**src/rtl/mmu_pkg.sv**
```systemverilog
// widths assume 4 KiB pages, a 24-bit VA split 6/6/12, and a 1024-word table memory
package mmu_pkg;

	localparam int vaddr_bits = 24;
	localparam int paddr_bits = 32;
	localparam int vpn_bits = 12;
	localparam int ppn_bits = 20;
	localparam int level_bits = 6; // index bits per table level
	localparam int page_offset_bits = 12;

	localparam int tlb_sets = 16;
	localparam int tlb_index_bits = $clog2(tlb_sets);
	localparam int tlb_tag_bits = 8;

	localparam int pte_valid_bit = 0;
	localparam int pte_ppn_lsb = 10; // ppn in bits 29:10

	localparam int mem_words = 1024;

	typedef logic [vaddr_bits-1:0] vaddr_t;
	typedef logic [paddr_bits-1:0] paddr_t;
	typedef logic [vpn_bits-1:0] vpn_t;
	typedef logic [ppn_bits-1:0] ppn_t;
	typedef logic [63:0] pte_t;
	typedef logic [$clog2(mem_words)-1:0] word_addr_t;

	typedef enum logic [1:0] {
		tlb_idle,
		tlb_lookup,
		tlb_walk,
		tlb_respond
	} tlb_state_t;

	typedef enum logic [2:0] {
		pw_idle,
		pw_read_l1,
		pw_wait_l1,
		pw_read_l2,
		pw_wait_l2,
		pw_done
	} walk_state_t;

endpackage

```
**src/rtl/mem_arbiter.sv**
```systemverilog
// walker only reads; a host read is allowed but its data is dropped
`timescale 1ns/1ps

module mem_arbiter import mmu_pkg::*; (
	input logic clk,
	input logic reset,
	input logic w_valid,
	output logic w_ready,
	input word_addr_t w_addr,
	output logic w_rvalid,
	output pte_t w_rdata,
	input logic h_valid,
	output logic h_ready,
	input logic h_we,
	input word_addr_t h_addr,
	input pte_t h_wdata,
	output logic mem_en,
	output logic mem_we,
	output word_addr_t mem_addr,
	output pte_t mem_wdata,
	input pte_t mem_rdata
);

	logic prio_host; // host wins the next tie
	logic rd_pending;
	logic owner_w;

	always_comb begin
		w_ready = 1'b0;
		h_ready = 1'b0;
		if (!rd_pending) begin // locked while a read is in flight
			if (w_valid && h_valid) begin
				h_ready = prio_host;
				w_ready = !prio_host;
			end else begin
				w_ready = w_valid;
				h_ready = h_valid;
			end
		end
	end

	assign mem_en = w_ready || h_ready;
	assign mem_we = h_ready && h_we;
	assign mem_addr = h_ready ? h_addr : w_addr;
	assign mem_wdata = h_wdata;

	assign w_rvalid = rd_pending && owner_w;
	assign w_rdata = mem_rdata;

	always_ff @(posedge clk) begin
		if (reset) begin
			prio_host <= 1'b0;
			rd_pending <= 1'b0;
			owner_w <= 1'b0;
		end else begin
			rd_pending <= mem_en && !mem_we;
			if (mem_en) begin
				owner_w <= w_ready;
				prio_host <= w_ready; // turn passes to the other master
			end
		end
	end

	a_one_grant: assert property (@(posedge clk) disable iff (reset) !(w_ready && h_ready));

endmodule

```
**config.mk**
```make
export PLATFORM = sky130hd
export DESIGN_NAME = mem_arbiter
export DESIGN_NICKNAME = d
export VERILOG_FILES = /design/src/rtl/mmu_pkg.sv /design/src/rtl/mem_arbiter.sv
export SDC_FILE = /design/constraint.sdc
export NUM_CORES = 1
export LEC_CHECK = 0
export BUFFER_PORTS_ARGS = -buffer_cell sky130_fd_sc_hd__buf_4
export CORE_AREA = 2 2 114 116
export DETAILED_ROUTE_END_ITERATION = 6
export DIE_AREA = 0 0 116 118
export PLACE_DENSITY = 0.55
export SKIP_CTS_REPAIR_TIMING = 1
export SLEW_MARGIN = 20
export SYNTH_ARGS = -nofsm -noshare
export SYNTH_HDL_FRONTEND = slang
export SYNTH_SLANG_ARGS = --single-unit
```
**constraint.sdc**
```tcl
create_clock -name clk -period 1.6 [get_ports clk]
set_input_delay 0.08 -clock clk [delete_from_list [all_inputs] [get_ports clk]]
set_output_delay 0.08 -clock clk [all_outputs]
set_load 0.02 [all_outputs]
```
# Word-level counts from Yosys, hierarchy flattened
# Index checks and enable logic that the tools add are counted.
dict set report word_totals {
  regBits 2
  input_bits 153
}
dict set report op_classes {
  muxes 5
  n_reduce_logical 7
}
# op count
set ops {}
lappend ops {{2-to-1 mux 10 bit} 1}
lappend ops {{logical AND 1 bit} 4}
lappend ops {{2-to-1 mux 1 bit} 4}
lappend ops {{zero test 1 bit} 2}
lappend ops {{logical OR 1 bit} 1}

# Depth between registers and ports, before layout
# Gate-level depths: netlist of the first run.
dict set report logic_depth {
  ltp_word 6
  ltp_mapped 4
}

# Least setup slack after synthesis of the first run
# No wires, ideal clock.
dict set report synth_path {
  path_kind {register to output}
  startpoint {register owner_w (netlist name)}
  endpoint {output port mem_addr[1]}
  arrival_ns 1.047
  required_ns 1.520
  path_slack_ns 0.473
  path_stages_with_launch 4
  n_path_buf 1
  path_cell_list {dfxtp_1 -> o21ai_2 -> buf_6 -> mux2_4}
}
# element line
set synth_lines {}
lappend synth_lines {{end, declared} mem_arbiter.sv:19} ;# output word_addr_t mem_addr,

# Final worst setup path of the first run
dict set report layout_path {
  startpoint {register rd_pending}
  endpoint {output port mem_addr[1]}
}
dict set report layout_via {
  elab_chain_cells 2
}
# element line
set layout_rtl {}
lappend layout_rtl {{start, declared} mem_arbiter.sv:25} ;# logic rd_pending;
lappend layout_rtl {{start signal, assigned} mem_arbiter.sv:56} ;# rd_pending <= mem_en && !mem_we;
lappend layout_rtl {{2-to-1 mux 1 bit} mem_arbiter.sv:31} ;# if (!rd_pending) begin
lappend layout_rtl {{2-to-1 mux 10 bit} mem_arbiter.sv:44} ;# assign mem_addr = h_ready ? h_addr : w_addr;
# No other way between the ends.

==> results.sh, run 1 <==
export IMPL_status="finished, final reports clean"
export IMPL_vias=589
export IMPL_synth_area_sq_um=1247
export IMPL_worst_pin_slew_ns=0.2136
export IMPL_dieArea_sq_um=13690
export IMPL_cts_tree="yes"
export IMPL_grt_max_degree=13
export IMPL_cp_arrival_ns=1.42
export IMPL_async_reset_ff_share_pct=0
export IMPL_ir_drop_mv=0.2518
export IMPL_cellLeakagePower_nw=0.3938
export IMPL_port_buffers=39
export IMPL_total_power_w=0.0006749
export IMPL_min_period_ns=1.496
export IMPL_cts_root_buf="clkbuf_16"
export IMPL_hold_viol_final=0
export IMPL_netlist_top_cells_area="buf_4, mux2_4, dfxtp_1"
export IMPL_die_h_um=118
export IMPL_globalRouteOverflowTotal=0
export IMPL_drc=0
export IMPL_via_per_inst=2.404
export IMPL_antenna_cells=0
export IMPL_grt_pass1_vias=663
export IMPL_firstDrtPassIters=2
export IMPL_syn_nets=310
export IMPL_cp_max_fo=10
export IMPL_htree_levels=1
export IMPL_synth_seq_cells=2
export IMPL_clk_path_buf_depth=2
export IMPL_final_core_util_pct=7.257
export IMPL_layout_nets=228
export IMPL_routed_wl_um=3496
export IMPL_synth_edf_count=0
export IMPL_routabilityCongestion=0.5399
export IMPL_rsz0062_at_grt="no"
export IMPL_ant_nets=0
export IMPL_row_count=41
export IMPL_max_cap_viol_count=0
export IMPL_yosys_warnings=0
export IMPL_fin_crit_sh_pct=93.47
export IMPL_synth_largest_area_cell="buf_4"
export IMPL_antenna_found_initial=0
export IMPL_whs_ns=0.04022
export IMPL_first_iter_violations=11
export IMPL_synth_flop_cell="dfxtp_1"
export IMPL_worstSetupPathType="reg2out"
export IMPL_endpoint_kind="primary output"
export IMPL_slew_violations=0
export IMPL_placed_area_sq_um=790.8
export IMPL_cts_sinks=2
export IMPL_initial_core_util_pct=10.05
export IMPL_insertion_delay_ns=0.22
export IMPL_dp_slack_ns=0.008554
export IMPL_die_x_um=116
export IMPL_synth_most_common_cell="buf_4"
export IMPL_startpoint_type="flop"
export IMPL_netlist_top_cells_count="buf_4, mux2_4, inv_1, nor2_1"
export IMPL_syn_avg_cell_area_sq_um=7.946
export IMPL_cts_buffers=3
export IMPL_routedWlPerCell_um=14.27
export IMPL_grt_pass1_wl_um=4229
export IMPL_ys_types=17
export IMPL_fin_skew_ns=0.004481
export IMPL_hp_class="in2reg"
export IMPL_maxSlewHeadroom_pct=85.68
export IMPL_power_density_nw_per_um2=749.1
export IMPL_areaGrowthSynthToFinish_pct=-27.78
export IMPL_grt_util_all_layers_pct=4.516
export IMPL_drive_above_1_share_pct=78.08
export IMPL_layout_setup_ws_ns=0.1045
export IMPL_io_pins=296
export IMPL_dp_hpwl_um=3070
export IMPL_yosysSeqAreaShare_pct=3.210
export IMPL_coreArea_sq_um=12410
export IMPL_setup_viol=0
export IMPL_clkTransAtPathRegs_ns=0.03
export IMPL_synth_top_area_share_pct=77.03
export IMPL_max_freq_ghz=0.6687
export IMPL_worstPathRequired_ns=1.52
export IMPL_syn_inst=157
export IMPL_finalInstanceArea_sq_um=900.9
export IMPL_nFillCells=1480
==> final cells by class <==
class | instances | area (sq um) | area share, %
Tap cell | 172 | 215.2 | 23.89
Sequential cell | 2 | 40.04 | 4.444
Clock buffer | 3 | 75.07 | 8.333
Multi-Input combinational cell | 23 | 231.5 | 25.69
Inverter | 3 | 11.26 | 1.250
Timing Repair Buffer | 42 | 327.8 | 36.39
==> metal layers <==
metal,up-vias,wire (um),GRT usage [%]
met3,66,768,3.296
met4,0,550,7.589
met5,-,0,0
li1,189,-,-
met2,107,1696,8.297
met1,227,480,1.117
==> sequential cells by signal, indices dropped and copies added (netlist names) <==
name and cells:
owner_w 1, rd_pending 1
==> power breakdown <==
part           internal, W  switching [W]  total [W]  leakage, nW
registers        0.0000548     0.00000590  0.0000607       0.0166
clock network     0.000318      0.0000550   0.000373       0.0370
logic             0.000136       0.000106   0.000241        0.340
total             0.000508       0.000167   0.000675        0.394
==> layout by cell type, fill, tap and decap left out, types with 2 or more instances in the layout <==
cell and instances:
buf_4 41, clkbuf_16 3, dfxtp_1 2, inv_1 3, mux2_2 2, mux2_4 8, nor2_1 3
==> worst paths after layout <==
check                   from  cells after the start  slack, ns          end
setup / recovery  rd_pending                      5       0.10  mem_addr[1]
hold / removal         reset                      2       0.04   rd_pending
setup reg to reg  rd_pending                      3       0.63      owner_w
hold reg to reg   rd_pending                      1       0.56   rd_pending
==> stage by stage <==
step	setup TNS (ns)	instances
CTS	-1.815	243
finish	0	245
floorplan	0	157
global placement	0	240
detailed placement	0	240
global route	0	245
==> critical path, stage by stage, from the launching register on <==
cell and delay [ns]:
dfxtp_1 0.35, nor2b_4 0.16, o21ai_4 0.08, buf_12 0.15
mux2_4 0.30, buf_4 0.16
==> logic make-up (layout without fill, tap and decap cells) <==
group                  Yosys count  count (layout)  share of synthesized area (%)
buffers and inverters          132              48                          78.84
multiplexers                    10              10                          11.43
AND/OR/NAND/NOR                  9               9                          4.213
AO/OA/AOI/OAI                    4               4                          2.307
flip-flops                       2               2                          3.210
Power figures use the tool's default switching activity.
==> run 2, diff against run 1 <==
- REMOVE_ABC_BUFFERS: not set -> 1
==> results.sh, run 2 (synthesized netlist as in run 1, its figures left out) <==
export IMPL_status="finished, final reports clean"
export IMPL_grt_util_all_layers_pct=28.61
export IMPL_crit_slowest_cell="dfxtp_2"
export IMPL_startpoint_type="flop"
export IMPL_clk_path_buf_depth=2
export IMPL_grt_pass1_vias=691
export IMPL_fin_skew_ns=0.001279
export IMPL_vias=767
export IMPL_top_usage_layer="met2"
export IMPL_globalRouteOverflowTotal=0
export IMPL_port_buffers=39
export IMPL_drc=0
export IMPL_die_x_um=116
export IMPL_initial_core_util_pct=10.05
export IMPL_worst_pin_slew_ns=0.1818
export IMPL_worstPathRequired_ns=1.52
export IMPL_maxSlewHeadroom_pct=87.81
export IMPL_layout_setup_ws_ns=0.08449
export IMPL_power_density_nw_per_um2=760.5
export IMPL_cp_max_fo=9
export IMPL_dieArea_sq_um=13690
export IMPL_dp_slack_ns=-0.06151
export IMPL_rsz0062_at_grt="no"
export IMPL_setup_tns_final_ns=0
export IMPL_first_iter_violations=110
export IMPL_critPathBufInv=2
export IMPL_fin_crit_sh_pct=94.72
export IMPL_firstDrtPassIters=4
export IMPL_layout_nets=228
export IMPL_final_cell_mix="buf_4, mux2_4, nor2_1, inv_1, clkbuf_16"
export IMPL_routedWlPerCell_um=82.15
export IMPL_path_common_cell="buf_4"
export IMPL_grt_use_met3_pct=45.42
export IMPL_top_regs="owner_w x1, rd_pending x1"
export IMPL_row_count=41
export IMPL_cellLeakagePower_nw=0.3885
export IMPL_max_cap_viol_count=0
export IMPL_hold_viol_final=0
export IMPL_routed_wl_um=20130
export IMPL_drive_above_1_share_pct=79.45
export IMPL_grt_util_met1_pct=4.378
export IMPL_path_delay_family="buffers and inverters"
export IMPL_coreArea_sq_um=12410
export IMPL_cts_root_buf="clkbuf_16"
export IMPL_grt_max_degree=13
export IMPL_clkTransAtPathRegs_ns=0.03
export IMPL_hp_class="in2reg"
export IMPL_die_h_um=118
export IMPL_cts_tree="yes"
export IMPL_max_freq_ghz=0.6598
export IMPL_antenna_cells=0
export IMPL_via_per_inst=3.131
export IMPL_slew_violations=0
export IMPL_cts_sinks=2
export IMPL_ant_nets=0
export IMPL_cp_cell_sequence="nor2b_4 -> o21ai_4 -> buf_4 -> mux2_4 -> buf_4"
export IMPL_io_pins=296
export IMPL_cpPeakStageDelay_ns=0.34
export IMPL_final_common_cell="buf_4"
export IMPL_cp_arrival_ns=1.44
export IMPL_setup_viol=0
export IMPL_min_period_ns=1.516
export IMPL_worstSetupPathType="reg2out"
export IMPL_htree_levels=1
export IMPL_antenna_found_initial=0
export IMPL_whs_ns=0.03257
export IMPL_cts_buffers=3
export IMPL_dp_hpwl_um=19790
export IMPL_use_met2_pct=53.00
export IMPL_routabilityCongestion=1.124
export IMPL_insertion_delay_ns=0.22
export IMPL_endpoint_kind="primary output"
export IMPL_ir_drop_mv=0.1739
export IMPL_grt_pass1_wl_um=21870
export IMPL_areaGrowthSynthToFinish_pct=-28.69
[run 2: worst paths after layout]
check / start / end / slack, ns / depth (start not counted)
max: rd_pending / mem_addr[3] / 0.08 / 5
min: reset / rd_pending / 0.03 / 2
max reg2reg: rd_pending / owner_w / 0.69 / 3
min reg2reg: rd_pending / rd_pending / 0.50 / 1
[run 2: area by class of cell]
| cell class | instances | area (sq um) |
|---|---|---|
| fillers | 1486 | 11520 |
| repair buffers | 42 | 315.3 |
| multi-input cells | 23 | 231.5 |
| well taps | 172 | 215.2 |
| clock buffers | 3 | 75.07 |
| flip-flops and latches | 2 | 41.29 |
| inverters | 3 | 11.26 |
[run 2: power breakdown]
group	internal, W	total, W	switching [W]
registers	0.0000553	0.0000616	0.00000627
logic	0.000131	0.000236	0.000105
clock network	0.000318	0.000379	0.0000610
total	0.000504	0.000677	0.000172
[run 2: per-layer routing]
metal / vias to the layer above / wire length (um)
met3: 38 / 6695
met5: - / 31
li1: 190 / -
met1: 300 / 1214
met2: 237 / 10750
met4: 2 / 1432
[run 2: stage by stage]
| step | util (%) | instance area [sq um] | cells | power [W] |
|---|---|---|---|---|
| 2_1_floorplan | - | 275.3 | 28 | 0.0001731 |
| 3_3_place_gp | 6.370 | 790.8 | 240 | 0.0002895 |
| 3_5_place_dp | 6.370 | 790.8 | 240 | 0.0002922 |
| 4_1_cts | 6.974 | 865.8 | 243 | 0.0006766 |
| 5_1_grt | 7.166 | 889.6 | 245 | 0.0007016 |
| 6_report | 7.166 | 889.6 | 245 | 0.0006766 |
[run 2: worst reg2reg max path, stage by stage (launching register included)]
cell and delay [ns]:
dfxtp_2 0.34, nand2b_1 0.15, nor2b_1 0.13, a211oi_1 0.20
