**src/rtl/mmu_pkg.sv**
```systemverilog
// widths assume 4 KiB pages, a 24-bit VA split 6/6/12, and a 1024-word table memory
package mmu_pkg;

	localparam int vaddr_bits = 24;
	localparam int paddr_bits = 32;
	localparam int vpn_bits = 12;
	localparam int ppn_bits = 20;
	localparam int level_bits = 6; // index bits per table level
	localparam int page_offset_bits = 12;

	localparam int tlb_sets = 16;
	localparam int tlb_index_bits = $clog2(tlb_sets);
	localparam int tlb_tag_bits = 8;

	localparam int pte_valid_bit = 0;
	localparam int pte_ppn_lsb = 10; // ppn in bits 29:10

	localparam int mem_words = 1024;

	typedef logic [vaddr_bits-1:0] vaddr_t;
	typedef logic [paddr_bits-1:0] paddr_t;
	typedef logic [vpn_bits-1:0] vpn_t;
	typedef logic [ppn_bits-1:0] ppn_t;
	typedef logic [63:0] pte_t;
	typedef logic [$clog2(mem_words)-1:0] word_addr_t;

	typedef enum logic [1:0] {
		tlb_idle,
		tlb_lookup,
		tlb_walk,
		tlb_respond
	} tlb_state_t;

	typedef enum logic [2:0] {
		pw_idle,
		pw_read_l1,
		pw_wait_l1,
		pw_read_l2,
		pw_wait_l2,
		pw_done
	} walk_state_t;

endpackage

```
**src/rtl/tlb.sv**
```systemverilog
// one translation in flight; flush is ignored unless idle; faulting walks are never cached
`timescale 1ns/1ps

module tlb import mmu_pkg::*; (
	input logic clk,
	input logic reset,
	input logic req_valid,
	output logic req_ready,
	input vaddr_t req_vaddr,
	output logic resp_valid,
	input logic resp_ready,
	output paddr_t resp_paddr,
	output logic resp_fault,
	input logic flush,
	output logic walk_valid,
	input logic walk_ready,
	output vpn_t walk_vpn,
	input logic walk_done,
	input ppn_t walk_ppn,
	input logic walk_fault
);

	tlb_state_t state;
	vaddr_t vaddr_q;
	vpn_t vpn_q;

	logic [tlb_tag_bits-1:0] tag_mem [2][tlb_sets];
	ppn_t ppn_mem [2][tlb_sets];
	logic [tlb_sets-1:0] valid_mem [2];
	logic [tlb_sets-1:0] lru_mem; // 1 = way 1 is least recently used

	logic [tlb_index_bits-1:0] set_idx;
	logic [tlb_tag_bits-1:0] tag_in;
	logic [page_offset_bits-1:0] offset;
	logic hit0;
	logic hit1;
	logic victim;

	assign vpn_q = vaddr_q[vaddr_bits-1:page_offset_bits];
	assign set_idx = vpn_q[tlb_index_bits-1:0];
	assign tag_in = vpn_q[vpn_bits-1 -: tlb_tag_bits];
	assign offset = vaddr_q[page_offset_bits-1:0];

	assign hit0 = valid_mem[0][set_idx] && (tag_mem[0][set_idx] == tag_in);
	assign hit1 = valid_mem[1][set_idx] && (tag_mem[1][set_idx] == tag_in);
	assign victim = lru_mem[set_idx];

	assign req_ready = (state == tlb_idle);
	assign resp_valid = (state == tlb_respond);
	assign walk_vpn = vpn_q;

	always_ff @(posedge clk) begin
		if (reset) begin
			state <= tlb_idle;
			walk_valid <= 1'b0;
			lru_mem <= '0;
			valid_mem[0] <= '0;
			valid_mem[1] <= '0;
		end else begin
			case (state)
			tlb_idle: begin
				if (flush) begin
					valid_mem[0] <= '0;
					valid_mem[1] <= '0;
				end
				if (req_valid)
					state <= tlb_lookup;
			end
			tlb_lookup: begin
				if (hit0 || hit1) begin
					lru_mem[set_idx] <= ~hit1; // other way goes stale
					state <= tlb_respond;
				end else begin
					walk_valid <= 1'b1;
					state <= tlb_walk;
				end
			end
			tlb_walk: begin
				if (walk_valid && walk_ready)
					walk_valid <= 1'b0;
				if (walk_done) begin
					if (!walk_fault) begin
						valid_mem[victim][set_idx] <= 1'b1;
						lru_mem[set_idx] <= ~victim;
					end
					state <= tlb_respond;
				end
			end
			tlb_respond: begin
				if (resp_ready)
					state <= tlb_idle;
			end
			default: state <= tlb_idle;
			endcase
		end
	end

	always_ff @(posedge clk) begin
		if (req_valid && req_ready)
			vaddr_q <= req_vaddr;
		if (state == tlb_lookup && (hit0 || hit1)) begin
			resp_paddr <= {hit1 ? ppn_mem[1][set_idx] : ppn_mem[0][set_idx], offset};
			resp_fault <= 1'b0;
		end
		if (state == tlb_walk && walk_done) begin
			resp_paddr <= {walk_ppn, offset};
			resp_fault <= walk_fault;
			if (!walk_fault) begin // fill lru way
				tag_mem[victim][set_idx] <= tag_in;
				ppn_mem[victim][set_idx] <= walk_ppn;
			end
		end
	end

	a_resp_stable: assert property (@(posedge clk) disable iff (reset)
		resp_valid && !resp_ready |=> resp_valid && !req_ready &&
			$stable(resp_paddr) && $stable(resp_fault));

endmodule

```
**config.mk**
```make
export PLATFORM = sky130hd
export DESIGN_NAME = tlb
export DESIGN_NICKNAME = d
export VERILOG_FILES = /design/src/rtl/mmu_pkg.sv /design/src/rtl/tlb.sv
export SDC_FILE = /design/constraint.sdc
export NUM_CORES = 1
export LEC_CHECK = 0
export ABC_AREA = 0
export ABC_CLOCK_PERIOD_IN_PS = 12060
export CAP_MARGIN = 20
export CORE_ASPECT_RATIO = 0.6
export CORE_MARGIN = 2
export CORE_UTILIZATION = 68
export DETAILED_ROUTE_END_ITERATION = 16
export DONT_BUFFER_PORTS = 1
export GPL_ROUTABILITY_DRIVEN = 0
export PLACE_DENSITY = 0.84
export SETUP_SLACK_MARGIN = 0.02
export SLEW_MARGIN = 10
export SYNTH_ARGS = -nofsm -noshare
export SYNTH_HDL_FRONTEND = slang
export SYNTH_SLANG_ARGS = --single-unit
```
**constraint.sdc**
```tcl
create_clock -name clk -period 12.06 [get_ports clk]
set_clock_uncertainty 0.15 [all_clocks]
set_input_delay 1.206 -clock clk [delete_from_list [all_inputs] [get_ports clk]]
set_output_delay 1.206 -clock clk [all_outputs]
set_load 0.05 [all_outputs]
```
## Word-level counts from Yosys, hierarchy flattened

Memories as Yosys holds them, arrays and structs flattened.
Cells that the tools add are included.

| storage, ports and cells | value |
|---|---|
| memories | 3 |
| bits in writable memories | 928 |
| bits of input ports | 52 |
| logic and storage cells | 108 |
| register bits | 76 |

Memory list:

| memory | words | width | rd ports | clocked after memory_dff | wr ports | RTL line | source |
|---|---|---|---|---|---|---|---|
| ppn_mem | 2 | 320 | 2 | 0 | 1 | tlb.sv:28 | `ppn_t ppn_mem [2][tlb_sets];` |
| tag_mem | 2 | 128 | 2 | 0 | 1 | tlb.sv:27 | `logic [tlb_tag_bits-1:0] tag_mem [2][tlb_sets];` |
| valid_mem | 2 | 16 | 2 | 0 | 2 | tlb.sv:29 | `logic [tlb_sets-1:0] valid_mem [2];` |

| operators by class | value |
|---|---|
| order comparisons | 4 |
| equality and inequality tests | 12 |
| multiplexer cells | 62 |
| reductions and logical operators | 16 |
| bitwise gates (word level) | 5 |

Operators with widths:

| kind | count |
|---|---|
| two-way mux 320 bit | 1 |
| binary-select mux 20 bit (select 4 bit) | 2 |
| two-way mux 128 bit | 1 |
| two-way mux 16 bit | 8 |
| two-way mux 20 bit | 6 |
| demux 20 bit (select 4 bit) | 1 |
| binary-select mux 8 bit (select 4 bit) | 2 |
| two-way mux 32 bit | 2 |
| two-way mux 8 bit | 5 |
| bitwise mux 16 bit | 2 |
| demux 8 bit (select 4 bit) | 1 |
| one-hot mux 16 bit (2 select lines) | 1 |
| two-way mux 1 bit | 21 |
| equality test 8 bit | 2 |
| OR reduction 16 bit | 1 |
| binary-select mux 1 bit (select 4 bit) | 3 |
| inequality test 2 bit (second input constant) | 6 |
| logical AND 1 bit | 8 |
| one-hot mux 2 bit (4 select lines) | 1 |
| two-way mux 2 bit | 3 |
| AND reduction 3 bit | 2 |
| greater-or-equal comparator 5 bit (second input constant) | 1 |
| less-than comparator 4 x 5 -> 1 bit (second input constant) | 1 |
| less-than comparator 5 x 1 -> 1 bit (second input constant) | 1 |
| 13 further kinds | 17 |

## Depth between registers and ports, before layout

| logic depth | value |
|---|---|
| depth in word-level cells | 10 |
| gate-level depth with buffers | 16 |
| mapped depth without buffers | 9 |

## Worst setup path before layout

No wires, ideal clock.

| path | value |
|---|---|
| path kind | reg2reg |
| start | register vaddr_q[13] |
| end | memory ppn_mem[0][220] in the netlist's numbering (enable) |
| required time | 11.497 ns |
| path buffers | 8 |
| setup time | 0.413 ns |
| arrival | 3.585 ns |
| clock period less this slack | 4.148 ns |
| stages on the path, launching flop included | 12 |
| slack | 7.912 ns |
| cells stage by stage | edfxtp_1 buf_6 buf_12 buf_12 buf_12 buf_6 clkbuf_1 clkbuf_1 clkbuf_1 nor4_1 nand2_1 nor2_1 |

| on the way | value |
|---|---|
| cells in the longest elaborated chain, start to end | 6 |
| elaborated cells on any way between the ends | 9 |
| those cells by class | 2 x order compare; 5 x mux; 1 x bitwise; 1 x reduce/logical |

RTL lines:

| element | RTL line | source |
|---|---|---|
| start, declared | tlb.sv:24 | `vaddr_t vaddr_q;` |
| start signal, assigned | tlb.sv:100 | `vaddr_q <= req_vaddr;` |
| inverter 4 -> 5 bit (not written as such) | tlb.sv:110 | `ppn_mem[victim][set_idx] <= walk_ppn;` |
| greater-or-equal comparator 5 bit (not written as such) or less-than comparator 5 x 1 -> 1 bit (tied branches) | tlb.sv:110 |  |
| logical AND 1 bit (not written as such) | tlb.sv:110 |  |
| two-way mux 20 bit (not written as such) | tlb.sv:110 |  |
| demux 20 bit (select 4 bit) | tlb.sv:110 |  |
| two-way mux 320 bit (not written as such) | tlb.sv:110 |  |
| end, declared | tlb.sv:28 |  |

Parallel ways exist; a longest one is shown, timed or not. The select of a mux whose other input is x is not followed.

## Worst setup path in the final report

| path | value |
|---|---|
| start | register vaddr_q[13] |
| end | register lru_mem[10] |

| on the way | value |
|---|---|
| cells in the longest elaborated chain, start to end | 10 |
| elaborated cells on any way between the ends | 33 |
| those cells by class | 2 x order compare; 3 x eq/ne; 20 x mux; 3 x bitwise; 5 x reduce/logical |

RTL lines:

| element | RTL line | source |
|---|---|---|
| inverter 4 -> 5 bit (not written as such) | tlb.sv:44, tlb.sv:45 |  |
| binary-select mux 8 bit (select 4 bit) | tlb.sv:45 | `assign hit1 = valid_mem[1][set_idx] && (tag_mem[1][set_idx] == tag_in);` |
| two-way mux 8 bit (not written as such) (2 in series) | tlb.sv:45 |  |
| equality test 8 bit | tlb.sv:45 |  |
| logical AND 1 bit | tlb.sv:45 |  |
| inverter 1 bit | tlb.sv:71 | `lru_mem[set_idx] <= ~hit1;` |
| bitwise mux 16 bit | tlb.sv:71 |  |
| two-way mux 16 bit | tlb.sv:70 | `if (hit0 \|\| hit1) begin` |
| one-hot mux 16 bit (2 select lines) | tlb.sv:60 | `case (state)` |
| end signal, assigned by index | tlb.sv:71 |  |
| end signal, assigned by index | tlb.sv:84 | `lru_mem[set_idx] <= ~victim;` |
| end, declared | tlb.sv:30 | `logic [tlb_sets-1:0] lru_mem;` |

Parallel ways exist; a longest one is shown, timed or not. The select of a mux whose other input is x is not followed.
A chain may end at the register's enable or synchronous reset.

==> results.sh <==
export IMPL_synth_most_common_cell="edfxtp_1"
export IMPL_r2r_slack_ps=6420
export IMPL_multiInputGateArea_sq_um=8949
export IMPL_critPathRequiredTime_ps=12400
export IMPL_vias_per_cell=7.237
export IMPL_yosys_top_cells_count="953 x edfxtp_1, 239 x mux4_2, 105 x mux2i_1, 81 x nand2_1, 53 x o21ai_0"
export IMPL_postCtsSetupRepairBufs=0
export IMPL_grt_pass1_vias=19680
export IMPL_grtUsageTotal=0.3349
export IMPL_startpoint_type="flip-flop"
export IMPL_max_stage_delay_ps=880
export IMPL_placed_cells=2519
export IMPL_crit_family="buffers and inverters"
export IMPL_yosys_register_bits=1004
export IMPL_fin_setup_tns_ps=0
export IMPL_synth_compound_area_frac=0.01852
export IMPL_crit_type="reg2reg"
export IMPL_min_period_over_period=0.4677
export IMPL_avgSynthCellArea_sq_um=21.48
export IMPL_antenna_found_initial=0
export IMPL_holdBufCountCts=0
export IMPL_slew_headroom=0.2510
export IMPL_antenna_left=0
export IMPL_swShare=0.2560
export IMPL_dp_slack_ps=6607
export IMPL_synth_cells=1815
export IMPL_slowest_stage="buf_4"
export IMPL_drcViolationCount=0
export IMPL_outcome="finished, final reports clean"
export IMPL_ff2ff_path_depth=12
export IMPL_boundaryPins=100
export IMPL_synth_edf_count=953
export IMPL_rsz0062_at_grt="false"
export IMPL_start_util=0.6931
export IMPL_worstHoldPathCells=0
export IMPL_fmax_ghz=0.1773
export IMPL_yosys_warnings=0
export IMPL_nNetsFinal=1903
export IMPL_powerDensity_nw_per_um2=186.1
export IMPL_reg2reg_from="vaddr_q[13]"
export IMPL_core_area_sq_um=56250
export IMPL_grt_pass1_wl_microns=138400
export IMPL_ctsResizeCount=0
export IMPL_synthFlopType="edfxtp_1"
export IMPL_netlist_top_cells_area="edfxtp_1 73%, mux4_2 14%, mux2i_1 2.7%"
export IMPL_synth_mux_area_frac=0.1758
export IMPL_synth_top_area_cell="edfxtp_1"
export IMPL_rows=67
export IMPL_setup_violations=0
export IMPL_first_iter_violations=3197
export IMPL_clk_pin_slew_ps=70
export IMPL_vias=19370
export IMPL_final_util=0.7604
export IMPL_path_buf_inv=3
export IMPL_die_y_microns=189.5
export IMPL_r2r_end="lru_mem[10]"
export IMPL_power_leakage_nw=13.69
export IMPL_cap_violations=0
export IMPL_seqCellArea_sq_um=29640
export IMPL_dieArea_sq_um=59330
export IMPL_synth_xor_area_frac=0.002920
export IMPL_fin_cells=2676
export IMPL_crit_path_frequent_cell="mux2i_1"
export IMPL_period_minus_slack_ps=5641
export IMPL_synth_seq_area_share=0.7602
export IMPL_cp_end_kind="flip-flop"
export IMPL_n_antenna_cell=0
export IMPL_crit_arrival_ps=5980
export IMPL_die_w_microns=313.1
export IMPL_max_vdd_ir_drop_v=0.0001869
export IMPL_postSynthNetCount=1871
export IMPL_cts_tree="done"
export IMPL_tightest_slew_ps=1124
export IMPL_detail_route_first_pass_iterations=7
export IMPL_intPower_mw=5.921
export IMPL_clkPwrFrac=0.341
export IMPL_pwr_share_seq=0.507
export IMPL_async_flop_share=0
export IMPL_wl_per_cell_microns=35.94
export IMPL_grt_ovfl_total=0
export IMPL_yosys_area_share_simple=0.02416
export IMPL_clock_sinks=1004
export IMPL_p_switching_mw=2.037
export IMPL_synth_top_family_by_area="multiplexers"
export IMPL_io_buffers=0
export IMPL_hold_class="reg2reg"
export IMPL_drv_slew=0
export IMPL_cts_buffers=84
export IMPL_synth_cell_area_sq_um=38990
export IMPL_setup_slack_ps=6419
export IMPL_cts_root_buf="clkbuf_16"
export IMPL_area_growth_syn_to_layout_pct=9.701
export IMPL_min_from="vaddr_q[0]"
export IMPL_hpwl_microns=49060
export IMPL_cp_max_fo=105
export IMPL_p_comb_frac=0.153
export IMPL_num_fill_cells=2770
export IMPL_synth_top_cell_area_share=0.7340
export IMPL_drive_above_1_share=0.2415
export IMPL_drt_total_wl_microns=96180
export IMPL_crit_path_cell_trace="buf_12 > buf_4 > mux4_1 > mux2i_1 > mux2i_1 > xnor2_1 > o211ai_1 > or4b_2 > buf_4 > a31oi_4 > nand3_1 > mux2i_1"
export IMPL_grt_max_degree=119
export IMPL_htree_levels=3
export IMPL_synthAdderAreaFrac=0.001284
export IMPL_whs_endpoint="resp_paddr[0]"
export IMPL_clockBufferDepth=3
export IMPL_hold_violations=0
export IMPL_synth_cell_types=55
export IMPL_clk_latency_ps=650
==> per-stage QoR <==
| stage | area [sq um] | total power, mW | hold WS (ps) |
|---|---|---|---|
| after global routing | 42770 | 8.155 | 284.5 |
| after global placement | 40010 | 5.240 | 251.5 |
| after floorplan | 38990 | 4.998 | 250.3 |
| final | 42770 | 7.958 | 274.1 |
| after detailed placement | 40040 | 5.292 | 257.1 |
| after CTS | 42750 | 7.958 | 271.0 |
==> power by group through the flow <==
stage	registers (mW)	logic, mW	clock network (mW)
floorplan	4.12	0.878	0
global placement	4.11	1.13	0
detailed placement	4.11	1.18	0
CTS	4.03	1.19	2.73
global route	4.04	1.27	2.85
finish	4.03	1.21	2.71
==> state kept, by name (all words and copies together), names as in the netlist <==
name and cells:
ppn_mem 640, state 2, valid_mem 32, tag_mem 256
resp_fault 1, walk_valid 1, lru_mem 16, resp_paddr 32
vaddr_q 24
==> worst reg2reg max path: cells and delay by family (launching register included) <==
| kind | cells | cell delay (ps) |
|---|---|---|
| xor gates and xnor gates | 1 | 250 |
| muxes | 4 | 1270 |
| DFF | 1 | 370 |
| AOI/OAI and AO/OA | 2 | 640 |
| buffers and inverters | 3 | 1900 |
| and+or+nand+nor | 2 | 900 |
==> kinds of logic (layout without fill, tap and decap cells) <==
group | after synthesis | count (layout)
flip-flops | 1004 | 1004
XOR/XNOR | 13 | 13
AO/OA/AOI/OAI | 109 | 109
multiplexers | 364 | 364
adder cells (fa/ha/maj) | 4 | 4
AND/OR/NAND/NOR | 204 | 204
buffers and inverters | 117 | 219
==> metal layers <==
layer  track usage  up-vias  routed length, microns
li1              -     7567                       -
met1        0.4715    10030                   34930
met2        0.5177     1519                   45690
met3        0.1003      249                   12410
met4        0.1060        0                    3152
met5             0        -                       0
==> worst max path at each step <==
stage / startpoint / end / depth (start not counted)
floorplan: vaddr_q[13] / ppn_mem[0][220] / 11
global placement: vaddr_q[13] / resp_paddr[19] / 11
detailed placement: vaddr_q[13] / resp_paddr[25] / 12
CTS: vaddr_q[13] / lru_mem[10] / 12
global route: vaddr_q[13] / lru_mem[10] / 12
finish: vaddr_q[13] / lru_mem[10] / 12
==> cell type report <==
class	instances	area share
Sequential cell	1004	0.6930
Multi-Input combinational cell	694	0.2092
Clock buffer	109	0.05397
Tap cell	759	0.02220
Timing Repair Buffer	55	0.01150
Clock inverter	47	0.009449
Inverter	8	0.0007021
==> layout by cell type (no fill, tap or decap), types with 7 or more instances in the layout <==
master     instances
a22oi_1           19
buf_4             48
clkbuf_1          16
clkbuf_16         86
clkbuf_8           7
clkinv_1          22
clkinv_2          12
dfxtp_1           51
edfxtp_1         953
inv_1              8
mux2_2             7
mux2i_1          105
mux4_1            13
mux4_2           239
nand2_1           80
nand2b_1          22
nand3_1           20
nor2_1            13
nor2_4            33
nor2b_1            7
o21ai_0           53
xnor2_1            8
Note: power is estimated with default switching activity, not from simulation.
